### config.mk
export PLATFORM = sky130hd
export DESIGN_NAME = demosaicTop
export DESIGN_NICKNAME = d
export VERILOG_FILES = /design/src/pixelPkg.sv /design/src/streamPkg.sv /design/src/bayerWindow.sv /design/src/creditEgress.sv /design/src/demosaicStage.sv /design/src/demosaicTop.sv /design/src/pixelIngress.sv
export SDC_FILE = /design/constraint.sdc
export NUM_CORES = 2
export LEC_CHECK = 0
export BUFFER_PORTS_ARGS = -buffer_cell sky130_fd_sc_hd__buf_2
export CAP_MARGIN = 5
export CELL_PAD_IN_SITES_DETAIL_PLACEMENT = 1
export CELL_PAD_IN_SITES_GLOBAL_PLACEMENT = 2
export CORE_MARGIN = 8
export CORE_UTILIZATION = 42
export DETAILED_ROUTE_END_ITERATION = 8
export GPL_ROUTABILITY_DRIVEN = 0
export HOLD_SLACK_MARGIN = 0.15
export PLACE_DENSITY_LB_ADDON = 0.1
export SLEW_MARGIN = 20
export SYNTH_ARGS = -nofsm -noshare
export SYNTH_HDL_FRONTEND = slang
export SYNTH_HIERARCHICAL = 1
export SYNTH_SLANG_ARGS = --single-unit
### constraint.sdc
create_clock -name clk -period 3.8 [get_ports clk]
set_input_delay 0 -clock clk [delete_from_list [all_inputs] [get_ports clk]]
set_output_delay 0 -clock clk [all_outputs]
set_load 0.01 [all_outputs]
### src/pixelPkg.sv
`default_nettype none

// Pixel and color types shared by the window and color stages
package pixelPkg;

	// One raw sensor value of the RGGB mosaic
	typedef logic [7:0] bayerSample_t;

	// Reconstructed color pixel, red in the top byte
	typedef struct packed {
		logic [7:0] red;
		logic [7:0] green;
		logic [7:0] blue;
	} rgbPixel_t;

	// The 2x2 neighborhood that ends at the current pixel
	// Rows run top to bottom and columns left to right, so above and left
	// are the earlier samples in raster order
	typedef struct packed {
		bayerSample_t current;
		bayerSample_t left;
		bayerSample_t above;
		bayerSample_t aboveLeft;
		logic         rowOdd;	// Row parity of the current pixel
		logic         colOdd;	// Column parity of the current pixel
	} bayerWindow_t;

	// With RGGB the parities of the current pixel name the window phase
	//   00 current is red, aboveLeft is blue
	//   01 left is red, above is blue
	//   10 above is red, left is blue
	//   11 aboveLeft is red, current is blue

endpackage

`default_nettype wire

### src/streamPkg.sv
`default_nettype none

// Transport types for the credited input and output streams
package streamPkg;

	// Width of every credit and fill counter, wide enough for 16 credits
	localparam int creditWidth = 5;

	// Beat on the input stream
	typedef struct packed {
		pixelPkg::bayerSample_t sample;
		logic                   startOfFrame;	// Set on pixel (0,0) of a frame
	} pixelBeat_t;

	// Beat on the output stream
	typedef struct packed {
		pixelPkg::rgbPixel_t pixel;
		logic                lastOfFrame;	// Set on the final output of a frame
	} rgbBeat_t;

	// Both streams move one beat per valid cycle
	// The sender holds a credit for every beat it sends, and the receiver
	// returns one credit per single-cycle pulse once the slot is free again

endpackage

`default_nettype wire
### src/bayerWindow.sv
`timescale 1ns/1ps
`default_nettype none

module bayerWindow #(
	parameter int frameWidth  = 320,
	parameter int frameHeight = 240
) (
	input  logic                    clk,
	input  logic                    reset,
	input  logic                    advance,
	input  streamPkg::pixelBeat_t   head,
	input  logic                    headValid,
	output pixelPkg::bayerWindow_t  window,
	output logic                    windowValid,
	output logic                    lastPixel
);
	import pixelPkg::*;

	localparam int xWidth = (frameWidth > 1) ? $clog2(frameWidth) : 1;
	localparam int yWidth = (frameHeight > 1) ? $clog2(frameHeight) : 1;

	bayerSample_t      lineBuf [frameWidth];	// Previous row, indexed by column
	bayerSample_t      leftSample;
	bayerSample_t      aboveLeftSample;
	bayerSample_t      aboveSample;
	logic [xWidth-1:0] x;
	logic [yWidth-1:0] y;
	logic [xWidth-1:0] curX;
	logic [yWidth-1:0] curY;
	logic              accept;
	logic              lastCol;
	logic              lastRow;

	assign accept = advance && headValid;

	// A start-of-frame beat is pixel (0,0) whatever the counters say
	assign curX = head.startOfFrame ? '0 : x;
	assign curY = head.startOfFrame ? '0 : y;

	assign lastCol = (curX == xWidth'(frameWidth - 1));
	assign lastRow = (curY == yWidth'(frameHeight - 1));

	// Before the slot is overwritten it still holds the sample one row up
	assign aboveSample = lineBuf[curX];

	always_ff @(posedge clk) begin
		if (accept) begin
			lineBuf[curX]   <= head.sample;
			leftSample      <= head.sample;
			aboveLeftSample <= aboveSample;

			window.current   <= head.sample;
			window.left      <= leftSample;
			window.above     <= aboveSample;
			window.aboveLeft <= aboveLeftSample;
			window.rowOdd    <= curY[0];
			window.colOdd    <= curX[0];
		end
	end

	// At column 0 the left registers still hold the previous row's last
	// pixel, which is harmless because that window is never marked valid
	always_ff @(posedge clk) begin
		if (reset) begin
			x           <= '0;
			y           <= '0;
			windowValid <= 1'b0;
			lastPixel   <= 1'b0;
		end else if (advance) begin
			windowValid <= accept && (curX != '0) && (curY != '0);	// Margins are dropped
			lastPixel   <= accept && lastCol && lastRow;
			if (accept) begin
				if (lastCol) begin
					x <= '0;
					y <= lastRow ? '0 : curY + 1'b1;
				end else begin
					x <= curX + 1'b1;
					y <= curY;
				end
			end
		end
	end

endmodule

`default_nettype wire

### src/creditEgress.sv
`timescale 1ns/1ps
`default_nettype none

module creditEgress #(
	parameter int outputCredits = 4
) (
	input  logic                clk,
	input  logic                reset,
	input  streamPkg::rgbBeat_t rgb,
	input  logic                rgbValid,
	input  logic                outCredit,
	output streamPkg::rgbBeat_t outBeat,
	output logic                outValid,
	output logic                advance
);
	import streamPkg::*;

	logic                   full;	// Output register holds a beat not yet sent
	logic                   send;
	logic [creditWidth-1:0] creditCount;

	// A held beat goes out as soon as downstream has room for it
	assign send     = full && (creditCount != '0);
	assign outValid = send;

	// The register is free next cycle if it is empty now or leaves now,
	// and that is the moment every earlier stage may move one step
	assign advance = !full || send;

	always_ff @(posedge clk) begin
		if (reset) begin
			full        <= 1'b0;
			creditCount <= creditWidth'(outputCredits);
		end else begin
			if (advance) begin
				full <= rgbValid;
			end
			// A returned credit and a send in one cycle cancel out
			creditCount <= creditCount + creditWidth'(outCredit) - creditWidth'(send);
		end
	end

	// With no credits the register keeps its beat and advance stays low,
	// so the whole pipeline holds and the ingress FIFO absorbs new input
	always_ff @(posedge clk) begin
		if (advance && rgbValid) begin
			outBeat <= rgb;
		end
	end

endmodule

`default_nettype wire

### src/demosaicStage.sv
`timescale 1ns/1ps
`default_nettype none

module demosaicStage (
	input  logic                   clk,
	input  logic                   reset,
	input  logic                   advance,
	input  pixelPkg::bayerWindow_t window,
	input  logic                   windowValid,
	input  logic                   lastPixel,
	output streamPkg::rgbBeat_t    rgb,
	output logic                   rgbValid
);
	import pixelPkg::*;

	rgbPixel_t  pixel;
	logic [8:0] greenSum;	// Ninth bit keeps the carry of the two greens

	// The parities of the current pixel pick which corner is red and which is blue
	// The other two corners are always the greens
	always_comb begin
		case ({window.rowOdd, window.colOdd})
			2'b00: begin
				pixel.red  = window.current;
				pixel.blue = window.aboveLeft;
				greenSum   = {1'b0, window.left} + {1'b0, window.above};
			end
			2'b01: begin
				pixel.red  = window.left;
				pixel.blue = window.above;
				greenSum   = {1'b0, window.current} + {1'b0, window.aboveLeft};
			end
			2'b10: begin
				pixel.red  = window.above;
				pixel.blue = window.left;
				greenSum   = {1'b0, window.current} + {1'b0, window.aboveLeft};
			end
			default: begin
				pixel.red  = window.aboveLeft;
				pixel.blue = window.current;
				greenSum   = {1'b0, window.left} + {1'b0, window.above};
			end
		endcase
		pixel.green = greenSum[8:1];	// Floor of the average
	end

	always_ff @(posedge clk) begin
		if (reset) begin
			rgbValid <= 1'b0;
		end else if (advance) begin
			rgbValid <= windowValid;	// A bubble moves forward as a bubble
		end
	end

	// The beat only changes when a real window moves in
	always_ff @(posedge clk) begin
		if (advance && windowValid) begin
			rgb.pixel       <= pixel;
			rgb.lastOfFrame <= lastPixel;
		end
	end

endmodule

`default_nettype wire

### src/demosaicTop.sv
`timescale 1ns/1ps
`default_nettype none

module demosaicTop #(
	parameter int frameWidth    = 320,
	parameter int frameHeight   = 240,
	parameter int inputDepth    = 8,
	parameter int outputCredits = 4
) (
	input  logic                  clk,
	input  logic                  reset,
	input  streamPkg::pixelBeat_t inBeat,
	input  logic                  inValid,
	output logic                  inCredit,
	output streamPkg::rgbBeat_t   outBeat,
	output logic                  outValid,
	input  logic                  outCredit
);
	import pixelPkg::*;
	import streamPkg::*;

	pixelBeat_t   head;
	logic         headValid;
	bayerWindow_t window;
	logic         windowValid;
	logic         lastPixel;
	rgbBeat_t     rgb;
	logic         rgbValid;
	logic         advance;	// Common enable, driven from the output end

	pixelIngress #(
		.inputDepth(inputDepth)
	) u_pixelIngress (
		.clk      (clk),
		.reset    (reset),
		.inBeat   (inBeat),
		.inValid  (inValid),
		.inCredit (inCredit),
		.advance  (advance),
		.head     (head),
		.headValid(headValid)
	);

	bayerWindow #(
		.frameWidth (frameWidth),
		.frameHeight(frameHeight)
	) u_bayerWindow (
		.clk        (clk),
		.reset      (reset),
		.advance    (advance),
		.head       (head),
		.headValid  (headValid),
		.window     (window),
		.windowValid(windowValid),
		.lastPixel  (lastPixel)
	);

	demosaicStage u_demosaicStage (
		.clk        (clk),
		.reset      (reset),
		.advance    (advance),
		.window     (window),
		.windowValid(windowValid),
		.lastPixel  (lastPixel),
		.rgb        (rgb),
		.rgbValid   (rgbValid)
	);

	creditEgress #(
		.outputCredits(outputCredits)
	) u_creditEgress (
		.clk      (clk),
		.reset    (reset),
		.rgb      (rgb),
		.rgbValid (rgbValid),
		.outCredit(outCredit),
		.outBeat  (outBeat),
		.outValid (outValid),
		.advance  (advance)
	);

endmodule

`default_nettype wire

### src/pixelIngress.sv
`timescale 1ns/1ps
`default_nettype none

module pixelIngress #(
	parameter int inputDepth = 8
) (
	input  logic                  clk,
	input  logic                  reset,
	input  streamPkg::pixelBeat_t inBeat,
	input  logic                  inValid,
	output logic                  inCredit,
	input  logic                  advance,
	output streamPkg::pixelBeat_t head,
	output logic                  headValid
);
	import streamPkg::*;

	localparam int ptrWidth = (inputDepth > 1) ? $clog2(inputDepth) : 1;

	pixelBeat_t             mem [inputDepth];
	logic [ptrWidth-1:0]    wrPtr;
	logic [ptrWidth-1:0]    rdPtr;
	logic [creditWidth-1:0] fillCount;
	logic                   pop;

	// Pointers wrap at the depth, which need not be a power of two
	function automatic logic [ptrWidth-1:0] nextPtr(input logic [ptrWidth-1:0] ptr);
		logic [ptrWidth-1:0] result;
		if (ptr == ptrWidth'(inputDepth - 1)) begin
			result = '0;
		end else begin
			result = ptr + 1'b1;
		end
		return result;
	endfunction

	// The head is read straight from storage, so a beat written at one edge
	// can leave at the next
	assign head      = mem[rdPtr];
	assign headValid = (fillCount != '0);
	assign pop       = advance && headValid;

	// Upstream never sends without a credit, so a write always has room
	always_ff @(posedge clk) begin
		if (inValid) begin
			mem[wrPtr] <= inBeat;
		end
	end

	always_ff @(posedge clk) begin
		if (reset) begin
			wrPtr     <= '0;
			rdPtr     <= '0;
			fillCount <= '0;
			inCredit  <= 1'b0;
		end else begin
			if (inValid) begin
				wrPtr <= nextPtr(wrPtr);
			end
			if (pop) begin
				rdPtr <= nextPtr(rdPtr);
			end
			fillCount <= fillCount + creditWidth'(inValid) - creditWidth'(pop);
			inCredit  <= pop;	// One credit back for every slot freed
		end
	end

	// The fill count never exceeds inputDepth, so the credit width
	// covers the deepest configuration upstream can ask for

endmodule

`default_nettype wire

==> impl_metrics.yaml <==
timing:
  fin_crit_sh_pct: 107
  timing.final.crit_period_ns: 4.08
  layout_setup_ws_ns: -0.280
  worst_clock_skew_ns: 0.0404
  max_freq_mhz: 245
  rsz0062_at_grt: "yes"
  worst_pin_slew_ns: 1.05
  slew_headroom_pct: 29.9
  setup_viol: 12
  final_hold_viol_count: 0
  slew_violations: 0
power:
  total_power_w: 0.102
  p_int_w: 0.0665
  p_leak_nw: 45.8
  swShare_pct: 34.7
  switchingPower_w: 0.0353
  ir_drop_mv: 0.748
  clkPwrFrac_pct: 27.8
  powerDensity_mw_per_mm2: 738
  seqPwrFrac_pct: 39.2
  pwr-share-comb_pct: 33.0
finish:
  finalCoreUtilization_pct: 52.6
  final_cell_mix: "edfxtp_1, nand2_1, buf_4, nor2b_1, a311oi_1"
  drive_gt1_share_pct: 26.3
  final_common_cell: "edfxtp_1"
  nFillCells: 25021
  area_growth_pct: 24.5
  final_nets: 8640
clocking:
  cts_tree: "done"
  cts_inserted_buffers: 306
  clock_path_buffers: 4
  cts_htree_levels: 5
  cts_root_buf: "clkbuf_16"
  clock_latency_ns: 0.89
  cts.sinks: 2757
  cts.clk_slew.worst_paths_ns: 0.06
floorplanning:
  rows: 188
  die_y_um: 530
  io_pins: 40
  start_util_pct: 42.3
  core_mm2: 0.263
  die_w_um: 530
  die_area_mm2: 0.281
synthesis:
  synth_cell_type_count: 85
  yosysWarnings: 6
  ys_ff_latch: 2757
  synth-edff-count: 2716
  yosys-mux-area-fraction_pct: 3.27
  syn_nets: 7567
  syn_area_mm2: 0.111
  synth_ff_type: "edfxtp_1"
  syn_area_per_cell_um2: 14.8
  synth-seq-area-share_pct: 74.3
  netlist_instances: 7510
  synth-simple-area-share_pct: 9.25
  synth-async-reset-ratio_pct: 0
  synth_compound_area_share_pct: 9.86
  synthAdderAreaFrac_pct: 0.523
  synth-xor-area-share_pct: 0.0868
  synth_top_family_by_area: "compound AO/OA/AOI/OAI gates"
worst_setup_path:
  ff2ff_setup_slack_ns: -0.28
  cp_max_fo: 8
  critical_path_arrival_ns: 4.69
  critPathKind: "flip-flop to flip-flop"
  end_kind: "flip-flop"
  cp-start-kind: "flip-flop"
  required_ns: 4.41
outcome:
  outcome: "complete, but fails checks"
  violations: "setup timing"
route:
  wl_per_cell_um: 30.6
  drc: 0
  drt_iter0_drc: 6202
  vias: 72135
  routed_wl_um: 378000
  routed_via_density: 5.85
  drtPass1Iterations: 9
  ant_nets: 0
placement:
  portBuffers: 39
  hpwl_um: 238000
  place_ws_ns: -1.06
global_route:
  antenna_found_initial: 8
  grt_first_pass_wirelength_um: 540000
  overflow: 0
  globalRouteTotalUtil_pct: 26.1
  grt_pass1_vias: 74186
  grt_max_degree: 128
job:
  drv_cap: 0
hold_path:
  min_from: "inValid"
  hold_class: "primary input to flip-flop"
-- cell families after synthesis --
logic type                 after synthesis
and+or+nand+nor                       2284
adders and majority gates               44
buffers and inverters                  610
DFF                                   2757
xor gates and xnor gates                11
AOI/OAI and AO/OA                     1495
muxes                                  309
-- final cells by class --
cell class	instances	area [um^2]	share of cell area, %
multi-input combinational	4143	28500	20.6
timing repair inverter	4	61.3	0.0444
tap	3515	4400	3.18
inverter	46	216	0.157
sequential	2757	82400	59.7
antenna	4	10.0	0.00725
clock inverter	159	1220	0.885
timing repair buffer	1325	13200	9.54
clock buffer	382	8170	5.92
-- registers in the layout, indices dropped and copies added, names as in the netlist, named ones only --
register	flops
u_bayerWindow/lineBuf	2560
u_pixelIngress/mem	72
u_creditEgress/outBeat	25
u_demosaicStage/rgb	25
u_bayerWindow/window	18
u_bayerWindow/x	9
u_bayerWindow/aboveLeftSample	8
u_bayerWindow/leftSample	8
u_bayerWindow/y	8
u_creditEgress/creditCount	5
u_pixelIngress/fillCount	5
u_pixelIngress/rdPtr	3
u_pixelIngress/wrPtr	3
u_bayerWindow/lastPixel	1
u_bayerWindow/windowValid	1
u_creditEgress/full	1
u_demosaicStage/rgbValid	1
u_pixelIngress/inCredit	1
-- power by group through the flow --
stage / clock, W / sequential (W) / combinational [W]
after floorplan: 0 / 0.0409 / 0.0146
after global placement: 0 / 0.0405 / 0.0300
after detailed placement: 0 / 0.0406 / 0.0306
after CTS: 0.0289 / 0.0399 / 0.0329
after global routing: 0.0299 / 0.0400 / 0.0353
final: 0.0284 / 0.0399 / 0.0336
-- routing by layer --
layer | wire length (um) | share of wire (%) | global-route usage [%]
met1 | 164000 | 43 | 36.3
met2 | 181000 | 48 | 43.3
met4 | 12900 | 3.4 | 7.93
met5 | 0 | 0 | 0
met3 | 19700 | 5.2 | 3.24
-- cells in the mapped netlist (all sizes together) (5+ instances only) --
cell type | count | share of area [%]
a221oi | 46 | 0.36
a31oi | 158 | 0.89
a22oi | 13 | 0.088
a221o | 17 | 0.15
a21o | 5 | 0.034
ha | 40 | 0.45
a222oi | 16 | 0.14
dfxtp | 41 | 0.74
clkbuf | 161 | 0.55
nand2 | 1213 | 4.1
buf | 403 | 2.1
mux4 | 24 | 0.55
mux2 | 131 | 1.3
inv | 45 | 0.16
nand2b | 24 | 0.14
mux2i | 154 | 1.4
nor4 | 97 | 0.55
a311oi | 388 | 3.1
and2 | 6 | 0.036
nor2b | 405 | 2.3
nor2 | 381 | 1.3
o21ai | 192 | 0.87
a21oi | 92 | 0.42
o22ai | 93 | 0.52
a211oi | 394 | 2.7
nand3 | 84 | 0.38
or4 | 6 | 0.041
nand4 | 10 | 0.056
o221ai | 23 | 0.18
nor3 | 27 | 0.12
nor3b | 7 | 0.047
xor2 | 7 | 0.055
a31o | 6 | 0.047
edfxtp | 2716 | 74
o41ai | 22 | 0.17
-- metrics by stage --
step | hold WS, ns | area (um^2) | setup TNS, ns | instances
detailed placement | 0.270 | 124000 | -400.14 | 11668
global placement | 0.258 | 124000 | -323.58 | 11668
floorplan | 0.0667 | 111000 | -62.38 | 7510
CTS | 0.182 | 137000 | -1.91 | 12303
finish | 0.240 | 138000 | -2.00 | 12335
global route | 0.271 | 138000 | -12.10 | 12333
-- worst paths after layout --
check                                                                  end  cells past startpoint
worst max-delay path            u_bayerWindow/aboveLeftSample[6]$_DFFE_PP_                     17
worst min-delay path                  u_pixelIngress/wrPtr[0]$_SDFFE_PP0P_                      5
worst max register to register  u_bayerWindow/aboveLeftSample[6]$_DFFE_PP_                     17
worst min register to register         u_creditEgress/outBeat[0]$_DFFE_PP_                      0
-- worst max-delay path, stage by stage (launching register included) --
cell and delay (ns):
dfxtp_4 0.37, mux4_2 0.49, mux2_4 0.36, nor2b_4 0.18, buf_12 0.14, clkinv_16 0.11
buf_16 0.19, buf_16 0.16, a211oi_4 0.24, buf_6 0.14, a311oi_4 0.04, o41ai_4 0.42
buf_4 0.20, o221ai_4 0.13, nor3_2 0.14, buf_4 0.14, a311o_1 0.19, nand4_1 0.12
-- timing repair --
action | CTS | global route
gates cloned | 20 | 3
pin swaps | 94 | 60
endpoints found under the setup margin | 2394 | 623
setup buffers | 56 | 26
hold endpoints to repair | 185 | 0
hold buffers | 24 | 0
gates resized for setup | 426 | 260
Note: power is estimated with default switching activity, not from simulation.
